**src/rom_pkg.sv**
```systemverilog
/* Shared widths, region offsets and payload types of the ROM slot hub
   Referenced by scoped names from the RTL and the testbench */
package rom_pkg;

// SDRAM side
localparam int SDRAM_AW = 22;       // Word address
localparam int SDRAM_DW = 16;

// Client address widths
localparam int CHAR_AW  = 14;       // 16-bit words
localparam int MAIN_AW  = 18;       // Bytes

// Word offsets of each region inside the SDRAM
localparam logic [SDRAM_AW-1:0] CHAR_OFFSET = 22'h00_4000;
localparam logic [SDRAM_AW-1:0] MAIN_OFFSET = 22'h00_0000;

// Character graphics payload
typedef logic [15:0] char_data_t;

// Main CPU payload, one byte out of a word
typedef logic [7:0]  main_data_t;

// Raw word as read from SDRAM
typedef logic [SDRAM_DW-1:0] sdram_word_t;

// Word address on the SDRAM read port
typedef logic [SDRAM_AW-1:0] sdram_addr_t;

endpackage

```
**src/rom_slot.sv**
```systemverilog
`timescale 1ns/100ps
/* One ROM client slot caching the last SDRAM word it fetched
   A hit answers combinationally, a miss raises req until the arbiter fills it
   Serves 16-bit payloads directly and 8-bit payloads by byte select on addr[0] */
module rom_slot #(
    parameter int  AW     = 14,
    parameter type DATA_T = logic [15:0]
) (
    input  logic                 clk,
    input  logic                 rst,
    // Client side
    input  logic                 cs,
    input  logic [AW-1:0]        addr,
    output logic                 ok,
    output DATA_T                data,
    // Arbiter side
    output logic                 req,
    output rom_pkg::sdram_addr_t req_addr,
    input  logic                 fill,
    input  rom_pkg::sdram_word_t fill_data
);

localparam int DW  = $bits(DATA_T);
localparam int WAW = (DW == 8) ? AW - 1 : AW;  // Word address width

logic [WAW-1:0]       word_addr;
logic                 valid;
logic [WAW-1:0]       cache_addr;
rom_pkg::sdram_word_t cache_data;
logic                 hit;
logic                 miss;

generate
    if (DW == 8) begin : g_byte
        // Byte payload, lowest address bit picks the half of the word
        assign word_addr = addr[AW-1:1];
        assign data      = addr[0] ? DATA_T'(cache_data[15:8]) :
                                     DATA_T'(cache_data[7:0]);
    end else begin : g_word
        assign word_addr = addr;
        assign data      = DATA_T'(cache_data);
    end
endgenerate

assign hit  = cs && valid && (word_addr == cache_addr);
assign miss = cs && !hit && !req;   // New request only when none pending
assign ok   = hit;

// Control
always_ff @(posedge clk) begin
    if (rst) begin
        valid <= 1'b0;
        req   <= 1'b0;
    end else begin
        if (fill) begin
            req   <= 1'b0;
            valid <= 1'b1;
        end else if (miss) begin
            req   <= 1'b1;
        end
    end
end

// Payload, request address held until the fill even if addr moves
always_ff @(posedge clk) begin
    if (miss) begin
        req_addr <= rom_pkg::sdram_addr_t'(word_addr);
    end
    if (fill) begin
        cache_addr <= req_addr[WAW-1:0];
        cache_data <= fill_data;
    end
end

endmodule

```
**src/rom_arbiter.sv**
```systemverilog
`timescale 1ns/100ps
/* Fixed-priority combiner of the slot misses onto the single SDRAM read port
   Adds each region offset and routes the returned word back to its owner
   One access outstanding at a time, character slot first */
module rom_arbiter (
    input  logic                 clk,
    input  logic                 rst,
    // Slot requests
    input  logic                 char_req,
    input  rom_pkg::sdram_addr_t char_addr,
    input  logic                 main_req,
    input  rom_pkg::sdram_addr_t main_addr,
    // Slot fills
    output logic                 char_fill,
    output logic                 main_fill,
    output rom_pkg::sdram_word_t fill_data,
    // SDRAM read port
    output logic                 sdram_req,
    output rom_pkg::sdram_addr_t sdram_addr,
    input  logic                 sdram_ack,
    input  logic                 data_rdy,
    input  rom_pkg::sdram_word_t data_read
);

typedef enum logic [1:0] {
    IDLE,
    WAIT_ACK,
    WAIT_DATA
} state_t;

state_t state;
logic   owner_main;     // Set when the main slot owns the access
logic   char_pick;
logic   main_pick;
logic   start;

// A slot being filled still shows req for that cycle
assign char_pick = char_req && !char_fill;
assign main_pick = main_req && !main_fill;
assign start     = (state == IDLE) && (char_pick || main_pick);

always_ff @(posedge clk) begin
    if (rst) begin
        state      <= IDLE;
        sdram_req  <= 1'b0;
        char_fill  <= 1'b0;
        main_fill  <= 1'b0;
        owner_main <= 1'b0;
    end else begin
        char_fill <= 1'b0;  // Strobes last one cycle
        main_fill <= 1'b0;
        case (state)
            IDLE: begin
                if (start) begin
                    sdram_req  <= 1'b1;
                    owner_main <= !char_pick;
                    state      <= WAIT_ACK;
                end
            end
            WAIT_ACK: begin
                if (sdram_ack) begin
                    sdram_req <= 1'b0;
                    state     <= WAIT_DATA;
                end
            end
            WAIT_DATA: begin
                if (data_rdy) begin
                    char_fill <= !owner_main;
                    main_fill <= owner_main;
                    state     <= IDLE;
                end
            end
            default: state <= IDLE;
        endcase
    end
end

// Address and returned data
always_ff @(posedge clk) begin
    if (start) begin
        sdram_addr <= char_pick ? char_addr + rom_pkg::CHAR_OFFSET :
                                  main_addr + rom_pkg::MAIN_OFFSET;
    end
    if (state == WAIT_DATA && data_rdy) begin
        fill_data <= data_read;     // Shared by both slots
    end
end

endmodule

```
**src/rom_hub.sv**
```systemverilog
`timescale 1ns/100ps
/* ROM slot hub with a character graphics slot and a main CPU slot
   sharing one SDRAM read port through a fixed-priority arbiter */
module rom_hub (
    input  logic                        clk,
    input  logic                        rst,
    // Character graphics client
    input  logic                        char_cs,
    input  logic [rom_pkg::CHAR_AW-1:0] char_addr,
    output logic                        char_ok,
    output rom_pkg::char_data_t         char_data,
    // Main CPU client
    input  logic                        main_cs,
    input  logic [rom_pkg::MAIN_AW-1:0] main_addr,
    output logic                        main_ok,
    output rom_pkg::main_data_t         main_data,
    // SDRAM interface
    output logic                        sdram_req,
    output rom_pkg::sdram_addr_t        sdram_addr,
    input  logic                        sdram_ack,
    input  logic                        data_dst,   // Kept for port compatibility
    input  logic                        data_rdy,
    input  rom_pkg::sdram_word_t        data_read
);

logic                 char_req;
logic                 main_req;
rom_pkg::sdram_addr_t char_req_addr;
rom_pkg::sdram_addr_t main_req_addr;
logic                 char_fill;
logic                 main_fill;
rom_pkg::sdram_word_t fill_data;

rom_slot #(
    .AW     ( rom_pkg::CHAR_AW      ),
    .DATA_T ( rom_pkg::char_data_t  )
) u_char (
    .clk       ( clk           ),
    .rst       ( rst           ),
    .cs        ( char_cs       ),
    .addr      ( char_addr     ),
    .ok        ( char_ok       ),
    .data      ( char_data     ),
    .req       ( char_req      ),
    .req_addr  ( char_req_addr ),
    .fill      ( char_fill     ),
    .fill_data ( fill_data     )
);

rom_slot #(
    .AW     ( rom_pkg::MAIN_AW      ),
    .DATA_T ( rom_pkg::main_data_t  )
) u_main (
    .clk       ( clk           ),
    .rst       ( rst           ),
    .cs        ( main_cs       ),
    .addr      ( main_addr     ),
    .ok        ( main_ok       ),
    .data      ( main_data     ),
    .req       ( main_req      ),
    .req_addr  ( main_req_addr ),
    .fill      ( main_fill     ),
    .fill_data ( fill_data     )
);

rom_arbiter u_arb (
    .clk        ( clk           ),
    .rst        ( rst           ),
    .char_req   ( char_req      ),
    .char_addr  ( char_req_addr ),
    .main_req   ( main_req      ),
    .main_addr  ( main_req_addr ),
    .char_fill  ( char_fill     ),
    .main_fill  ( main_fill     ),
    .fill_data  ( fill_data     ),
    .sdram_req  ( sdram_req     ),
    .sdram_addr ( sdram_addr    ),
    .sdram_ack  ( sdram_ack     ),
    .data_rdy   ( data_rdy      ),
    .data_read  ( data_read     )
);

endmodule

```
**config.mk**
```make
export PLATFORM = sky130hd
export DESIGN_NAME = rom_hub
export DESIGN_NICKNAME = d
export VERILOG_FILES = /design/src/rom_pkg.sv /design/src/rom_slot.sv /design/src/rom_arbiter.sv /design/src/rom_hub.sv
export SDC_FILE = /design/constraint.sdc
export NUM_CORES = 1
export LEC_CHECK = 0
export ABC_CLOCK_PERIOD_IN_PS = 2730
export BUFFER_PORTS_ARGS = -buffer_cell sky130_fd_sc_hd__buf_4
export CAP_MARGIN = 10
export CORE_MARGIN = 1
export CORE_UTILIZATION = 40
export CTS_BUF_LIST = sky130_fd_sc_hd__clkbuf_16
export DETAILED_ROUTE_END_ITERATION = 7
export HOLD_SLACK_MARGIN = 0.08
export PLACE_DENSITY = 0.62
export SLEW_MARGIN = 20
export SYNTH_ARGS = -nofsm -noshare
export SYNTH_HDL_FRONTEND = slang
export SYNTH_SLANG_ARGS = --single-unit
```
**constraint.sdc**
```tcl
create_clock -name clk -period 2.73 [get_ports clk]
set_clock_uncertainty 0.15 [all_clocks]
set_input_delay 0.1365 -clock clk [delete_from_list [all_inputs] [get_ports clk]]
set_output_delay 0.1365 -clock clk [all_outputs]
set_load 0.02 [all_outputs]
```
==> flow_summary.json, run 1 <==
{
  "setup_viol_count_final": 0,
  "die_height_um": 113,
  "worst_pin_slew_ns": 0.645,
  "synth_top_area_share": 0.772,
  "min_path_cells": 2,
  "syn_to_final_growth_pct": 39.9,
  "root_buffer": "clkbuf_16",
  "synth_edf_count": 127,
  "min_to": "u_arb.fill_data[3]",
  "hold_path.class": "input port to flop",
  "cp-end-kind": "output port",
  "ys_ff_latch": 137,
  "yosysTopAreaCell": "edfxtp_1",
  "ys_top_cells_by_area": "edfxtp_1, mux2_1, dfxtp_1, xor2_1, xnor2_1",
  "postSynthAreaPerCell_sq_um": 19.0,
  "grtUsageTotal": 0.167,
  "status": "completed",
  "fin_nets": 485,
  "clk_pin_slew_ns": 0.06,
  "cap_viol_max_count": 0,
  "worstPathRequired_ns": 2.44,
  "path_max_fanout": 2,
  "hold_viol_final": 0,
  "critPathLaunchType": "flop",
  "wl_per_cell_um": 16.6,
  "final.setup.tns_ns": 0,
  "ir_worst_vdd_v": 0.000432,
  "stdcell_count": 589,
  "gr-total-overflow": 0,
  "worstHoldStart": "data_read[3]",
  "critPathLaunch": "u_main.cache_addr[6]",
  "insertion_delay_ns": 0.42,
  "clock-sinks": 137,
  "p_leak_nw": 2.58,
  "max_freq_mhz": 412,
  "synth_cells": 260,
  "routabilityCongestion": 0.725,
  "timing.rr.end": "u_char.req_addr[6]",
  "grt_pass1_vias": 2901,
  "period_minus_slack_ns": 2.43,
  "portBuffers": 97,
  "placed_cells_incl_taps": 505,
  "ys_seq_area_frac": 0.812,
  "fin_crit_sh": 0.890,
  "dr_total_vias": 2746,
  "drc": 0,
  "grt_max_degree": 36,
  "synth_cell_types": 29,
  "antenna_found_initial": 0,
  "drv_slew": 0,
  "post_cts_resized": 0,
  "antennaDiodeCount": 0,
  "synth_commonest_cells": "edfxtp_1, mux2_1, xor2_1",
  "dp_hpwl_um": 6260,
  "cts_tree": "built",
  "yosysWarnings": 0,
  "die_w_um": 113,
  "cts_buffers": 17,
  "path_class": "flop to output port",
  "syn-cell-area_sq_mm": 0.00494,
  "rr_startpoint": "u_char.cache_addr[4]",
  "first_iter_violations": 105,
  "worst_r2r_path_depth": 5,
  "routed_wl_um": 9790,
  "htreeDepth": 4,
  "core-area_sq_mm": 0.0120,
  "rsz0062_at_grt": "no",
  "slew_headroom": 0.570,
  "io_pins": 104,
  "synth_most_common_cell": "edfxtp_1",
  "cts_buffer_depth": 2,
  "ant_nets": 0,
  "first_pass_iters": 4,
  "die_area_sq_mm": 0.0128,
  "drive_above_1_share": 0.303,
  "grt_pass1_wl_um": 15300,
  "synth_flop_cell": "edfxtp_1",
  "ys_async_sr_fraction": 0,
  "p_per_area_mw_per_mm2": 696,
  "arrival_ns": 2.14,
  "r2r_setup_slack_ns": 0.57,
  "rows": 40,
  "vias_per_cell": 4.66,
  "start_util": 0.411
}
[registers in the layout, indices dropped and copies added (netlist names), 2 cells and up]
register and count:
u_arb.sdram_addr 17, u_main.cache_addr 17, u_main.req_addr 17, u_arb.fill_data 16
u_char.data 16, u_main.cache_data 16, u_char.cache_addr 14, u_char.req_addr 14
u_arb.state 2
[critical path, stage by stage (launching register included)]
cell      delay [ns]
edfxtp_1        0.38
xor2_1          0.19
nor4_1          0.32
nand3_1         0.15
nor4_1          0.48
buf_4           0.23
[logic make-up after synthesis]
group           synth area share
compound gates            0.0187
xor+xnor                  0.0549
buf+inv                   0.0144
flops                      0.812
mux                       0.0501
other cells             0.000759
simple gates              0.0489
[per-layer routing]
metal  track usage  vias to the layer above  share of wire
li1              -                     1318              -
met1         0.207                     1342           0.43
met2         0.266                       72           0.51
met3        0.0455                       14          0.045
met4        0.0947                        0          0.018
met5             0                        -              0
[layout make-up]
cell class / instances / area [sq um]
well taps: 147 / 184
repair buffers: 157 / 1310
multi-input cells: 113 / 872
fillers: 973 / 5090
inverters: 4 / 15.0
flip-flops and latches: 137 / 4010
clock buffers: 17 / 425
clock inverters: 14 / 95.1
[metrics by stage]
step	hold WS (ns)	area, sq um	util	total power, W	setup WS [ns]
5_1_grt	0.276	6920	0.576	0.00499	0.212
2_1_floorplan	0.0854	4960	-	0.00260	0.278
3_5_place_dp	0.166	5870	0.488	0.00277	0.573
3_3_place_gp	0.165	5870	0.488	0.00277	0.587
4_1_cts	0.268	6920	0.576	0.00486	0.308
6_report	0.285	6920	0.576	0.00481	0.301
[power by group]
group	leakage [nW]	internal [W]	switching, W	total, W
logic	1.05	0.000193	0.000188	0.000381
registers	1.25	0.00238	0.0000325	0.00241
clock network	0.273	0.00122	0.000802	0.00202
[worst max-delay path by stage]
| stage | endpoint | slack [ns] |
|---|---|---|
| CTS | main_ok | 0.31 |
| detailed placement | u_char.req_addr[7] | 0.57 |
| global route | main_ok | 0.21 |
| finish | main_ok | 0.30 |
| global placement | u_char.req_addr[13] | 0.59 |
| floorplan | u_arb.sdram_addr[0] | 0.28 |
[timing repair]
action / CTS / global route
setup buffers: 0 / 0
endpoints found under the hold margin: 57 / 0
hold buffers: 53 / 0
[cell usage in the layout, fill, tap and decap left out, drive strengths merged, types with 4 or more instances in the layout]
master       netlist  final
a21oi              5      5
buf                5    104
clkbuf             5     17
clkinv             0      7
conb               1      5
dfxtp             10     10
dlygate4sd3        0     53
edfxtp           127    127
inv                4      8
mux2              22     22
nand2              5      5
nor2              11     11
nor3               4      4
nor4               8      8
xnor2             15     15
xor2              16     16
Power figures use the tool's default switching activity.
==> inputs of run 2 (changes only) <==
Settings changed: PLACE_DENSITY 0.62 to 0.61, SYNTH_HIERARCHICAL from default to 1.
==> run 2 against run 1 <==
Combinational power up 14%; highest routed layer unchanged; sequential power rose by 5%; flip-flop and latch count increased by 5; critical endpoint is now u_char/req_addr[7].
==> flow_summary.json, run 2 <==
{
  "p_per_area_mw_per_mm2": 666,
  "antenna_found_initial": 0,
  "core-area_sq_mm": 0.0128,
  "ys_seq_area_frac": 0.783,
  "regMostFlops": "u_arb/sdram_addr",
  "yosysWarnings": 6,
  "dp_hpwl_um": 6840,
  "htreeDepth": 4,
  "hold_viol_final": 0,
  "fin_ws_ns": 0.431,
  "postCtsSetupBuffers": 0,
  "seqPwrFrac": 0.520,
  "ys_ff_latch": 142,
  "vias_per_cell": 4.56,
  "power_w": 0.00484,
  "p_clk_frac": 0.390,
  "wl_met1_um": 4760,
  "wl_met3_um": 813,
  "nFillCells": 1036,
  "drc": 0,
  "routabilityCongestion": 0.738,
  "placed_area_sq_mm": 0.00625,
  "cts_buffers": 17,
  "cpPeakStageDelay_ns": 0.54,
  "dr_total_vias": 3131,
  "fin_util": 0.569,
  "design_area_sq_mm": 0.00727,
  "grt_max_degree": 36,
  "critPathSlowestCell": "or4_4",
  "wl_per_cell_um": 15.7,
  "layout_commonest_cell": "edfxtp_1",
  "clock-sinks": 142,
  "ys_top_cells_by_area": "edfxtp_1, nand2_1, dfxtp_1, xor2_1, xnor2_1",
  "die_area_sq_mm": 0.0138,
  "synth_cells": 330,
  "path_max_fanout": 11,
  "regArea_sq_mm": 0.00416,
  "postSynthAreaPerCell_sq_um": 16.1,
  "io_pins": 104,
  "final.setup.tns_ns": 0,
  "worstPathCellList": "dlygate4sd3_1 > buf_4 > xor2_1 > or4_4 > o41ai_2 > nor2_1 > buf_4",
  "hold_path.class": "flop to flop",
  "synth_flop_cell": "edfxtp_1",
  "cts_buffer_depth": 2,
  "syn-cell-area_sq_mm": 0.00532,
  "fin_crit_sh": 0.842,
  "antennaDiodeCount": 0,
  "gr-total-overflow": 0,
  "grt_pass1_wl_um": 16200,
  "combinationalPowerShare": 0.090,
  "synth_edf_count": 132,
  "worstPathRequired_ns": 2.73,
  "rsz0062_at_grt": "no",
  "synth_cell_types": 36,
  "routed.top_layer": "met4",
  "multi_input_area_sq_mm": 0.00104,
  "ant_nets": 0,
  "grt_pass1_vias": 3141,
  "drive_above_1_share": 0.274,
  "cap_viol_max_count": 0,
  "clk_pin_slew_ns": 0.05,
  "place_ws_ns": 0.456,
  "reg.largest.list": "u_arb/sdram_addr: 22 flops, u_main/cache_addr: 17 flops, u_main/req_addr: 17 flops",
  "first_pass_iters": 4,
  "ys_async_sr_fraction": 0,
  "die_w_um": 117,
  "p_sw_w": 0.00104,
  "die_height_um": 117,
  "synth_commonest_cells": "edfxtp_1, nand2_1, xor2_1",
  "slew_headroom": 0.349,
  "layout_common_cells": "edfxtp_1, buf_4, nand2_1, dlygate4sd3_1, xor2_1",
  "cpMostUsedCell": "buf_4",
  "synth_top_area_share": 0.746,
  "switching_share": 0.215,
  "arrival_ns": 2.30,
  "drv_slew": 0,
  "fin_nets": 558,
  "first_iter_violations": 180,
  "root_buffer": "clkbuf_16",
  "worst_pin_slew_ns": 0.975,
  "setup_viol_count_final": 0,
  "rows": 41,
  "start_util": 0.416,
  "critPathLaunchType": "input port",
  "grtUsageTotal": 0.168,
  "largest_reg_flops": 22,
  "synth_most_common_cell": "edfxtp_1",
  "portBuffers": 102,
  "max_freq_mhz": 435,
  "cp-end-kind": "flop",
  "path_class": "input port to flop",
  "power.internal_w": 0.00380,
  "routed_wl_um": 10800,
  "period_minus_slack_ns": 2.30,
  "status": "completed",
  "syn_to_final_growth_pct": 36.7,
  "cts_tree": "built",
  "met2_length_um": 5090,
  "insertion_delay_ns": 0.40,
  "p_leak_nw": 2.78,
  "ir_worst_vdd_v": 0.000487,
  "yosysTopAreaCell": "edfxtp_1"
}
[run 2: final timing paths]
path	start	to	slack (ns)	cells past startpoint
setup reg to reg	u_char/cache_addr[0]	u_char/req_addr[7]	0.43	5
hold reg to reg	u_arb/owner_main	u_arb/char_fill	0.27	1
hold / removal	u_arb/owner_main	u_arb/char_fill	0.27	1
setup / recovery	char_addr[0]	u_char/req_addr[7]	0.43	7
[run 2: critical path, delay by kind of cell]
kind	cells	cell delay [ns]
AO/OA/AOI/OAI	1	0.41
XOR/XNOR	1	0.14
buffers and inverters	3	0.89
AND/OR/NAND/NOR	2	0.71
[run 2: power by group through the flow]
| stage | Sequential, W | Clock [W] | Combinational, W |
|---|---|---|---|
| 2_1_floorplan | 0.00261 | 0 | 0.000144 |
| 3_3_place_gp | 0.00256 | 0 | 0.000368 |
| 3_5_place_dp | 0.00256 | 0 | 0.000372 |
| 4_1_cts | 0.00252 | 0.00194 | 0.000435 |
| 5_1_grt | 0.00252 | 0.00203 | 0.000474 |
| 6_report | 0.00252 | 0.00189 | 0.000435 |
[run 2: layout make-up]
cell class | instances | area share
clock inverter | 14 | 0.00775
tap | 172 | 0.0296
timing repair buffer | 161 | 0.185
clock buffer | 17 | 0.0585
multi-input combinational | 174 | 0.143
sequential | 142 | 0.573
inverter | 6 | 0.00310
[run 2: stage by stage]
step	hold WS, ns	std cells
after floorplan	0.0556	341
after global placement	0.165	602
after detailed placement	0.166	602
after CTS	0.272	686
after global routing	0.274	686
final	0.273	686
[run 2: logic make-up (layout without fill, tap and decap cells)]
group           count (synthesis)  in the layout  share of synthesized area
simple gates                   99             99                     0.0892
buf+inv                        25            198                     0.0282
flops                         142            142                      0.783
mux                             8              8                     0.0169
other cells                     2             13                    0.00141
xor+xnor                       34             34                     0.0560
fa+ha+maj                       1              1                    0.00235
compound gates                 19             19                     0.0224
[run 2: per-layer routing]
metal | global-route usage | vias to the layer above
li1 | - | 1524
met1 | 0.199 | 1492
met2 | 0.275 | 104
met3 | 0.0747 | 11
met4 | 0.0574 | 0
met5 | 0 | -
[run 2: what timing repair did]
| action | in CTS | in global routing |
|---|---|---|
| gates resized for setup | 0 | 0 |
| endpoints found under the hold margin | 60 | 0 |
| hold buffers | 53 | 0 |
| setup endpoints to repair | 0 | 0 |
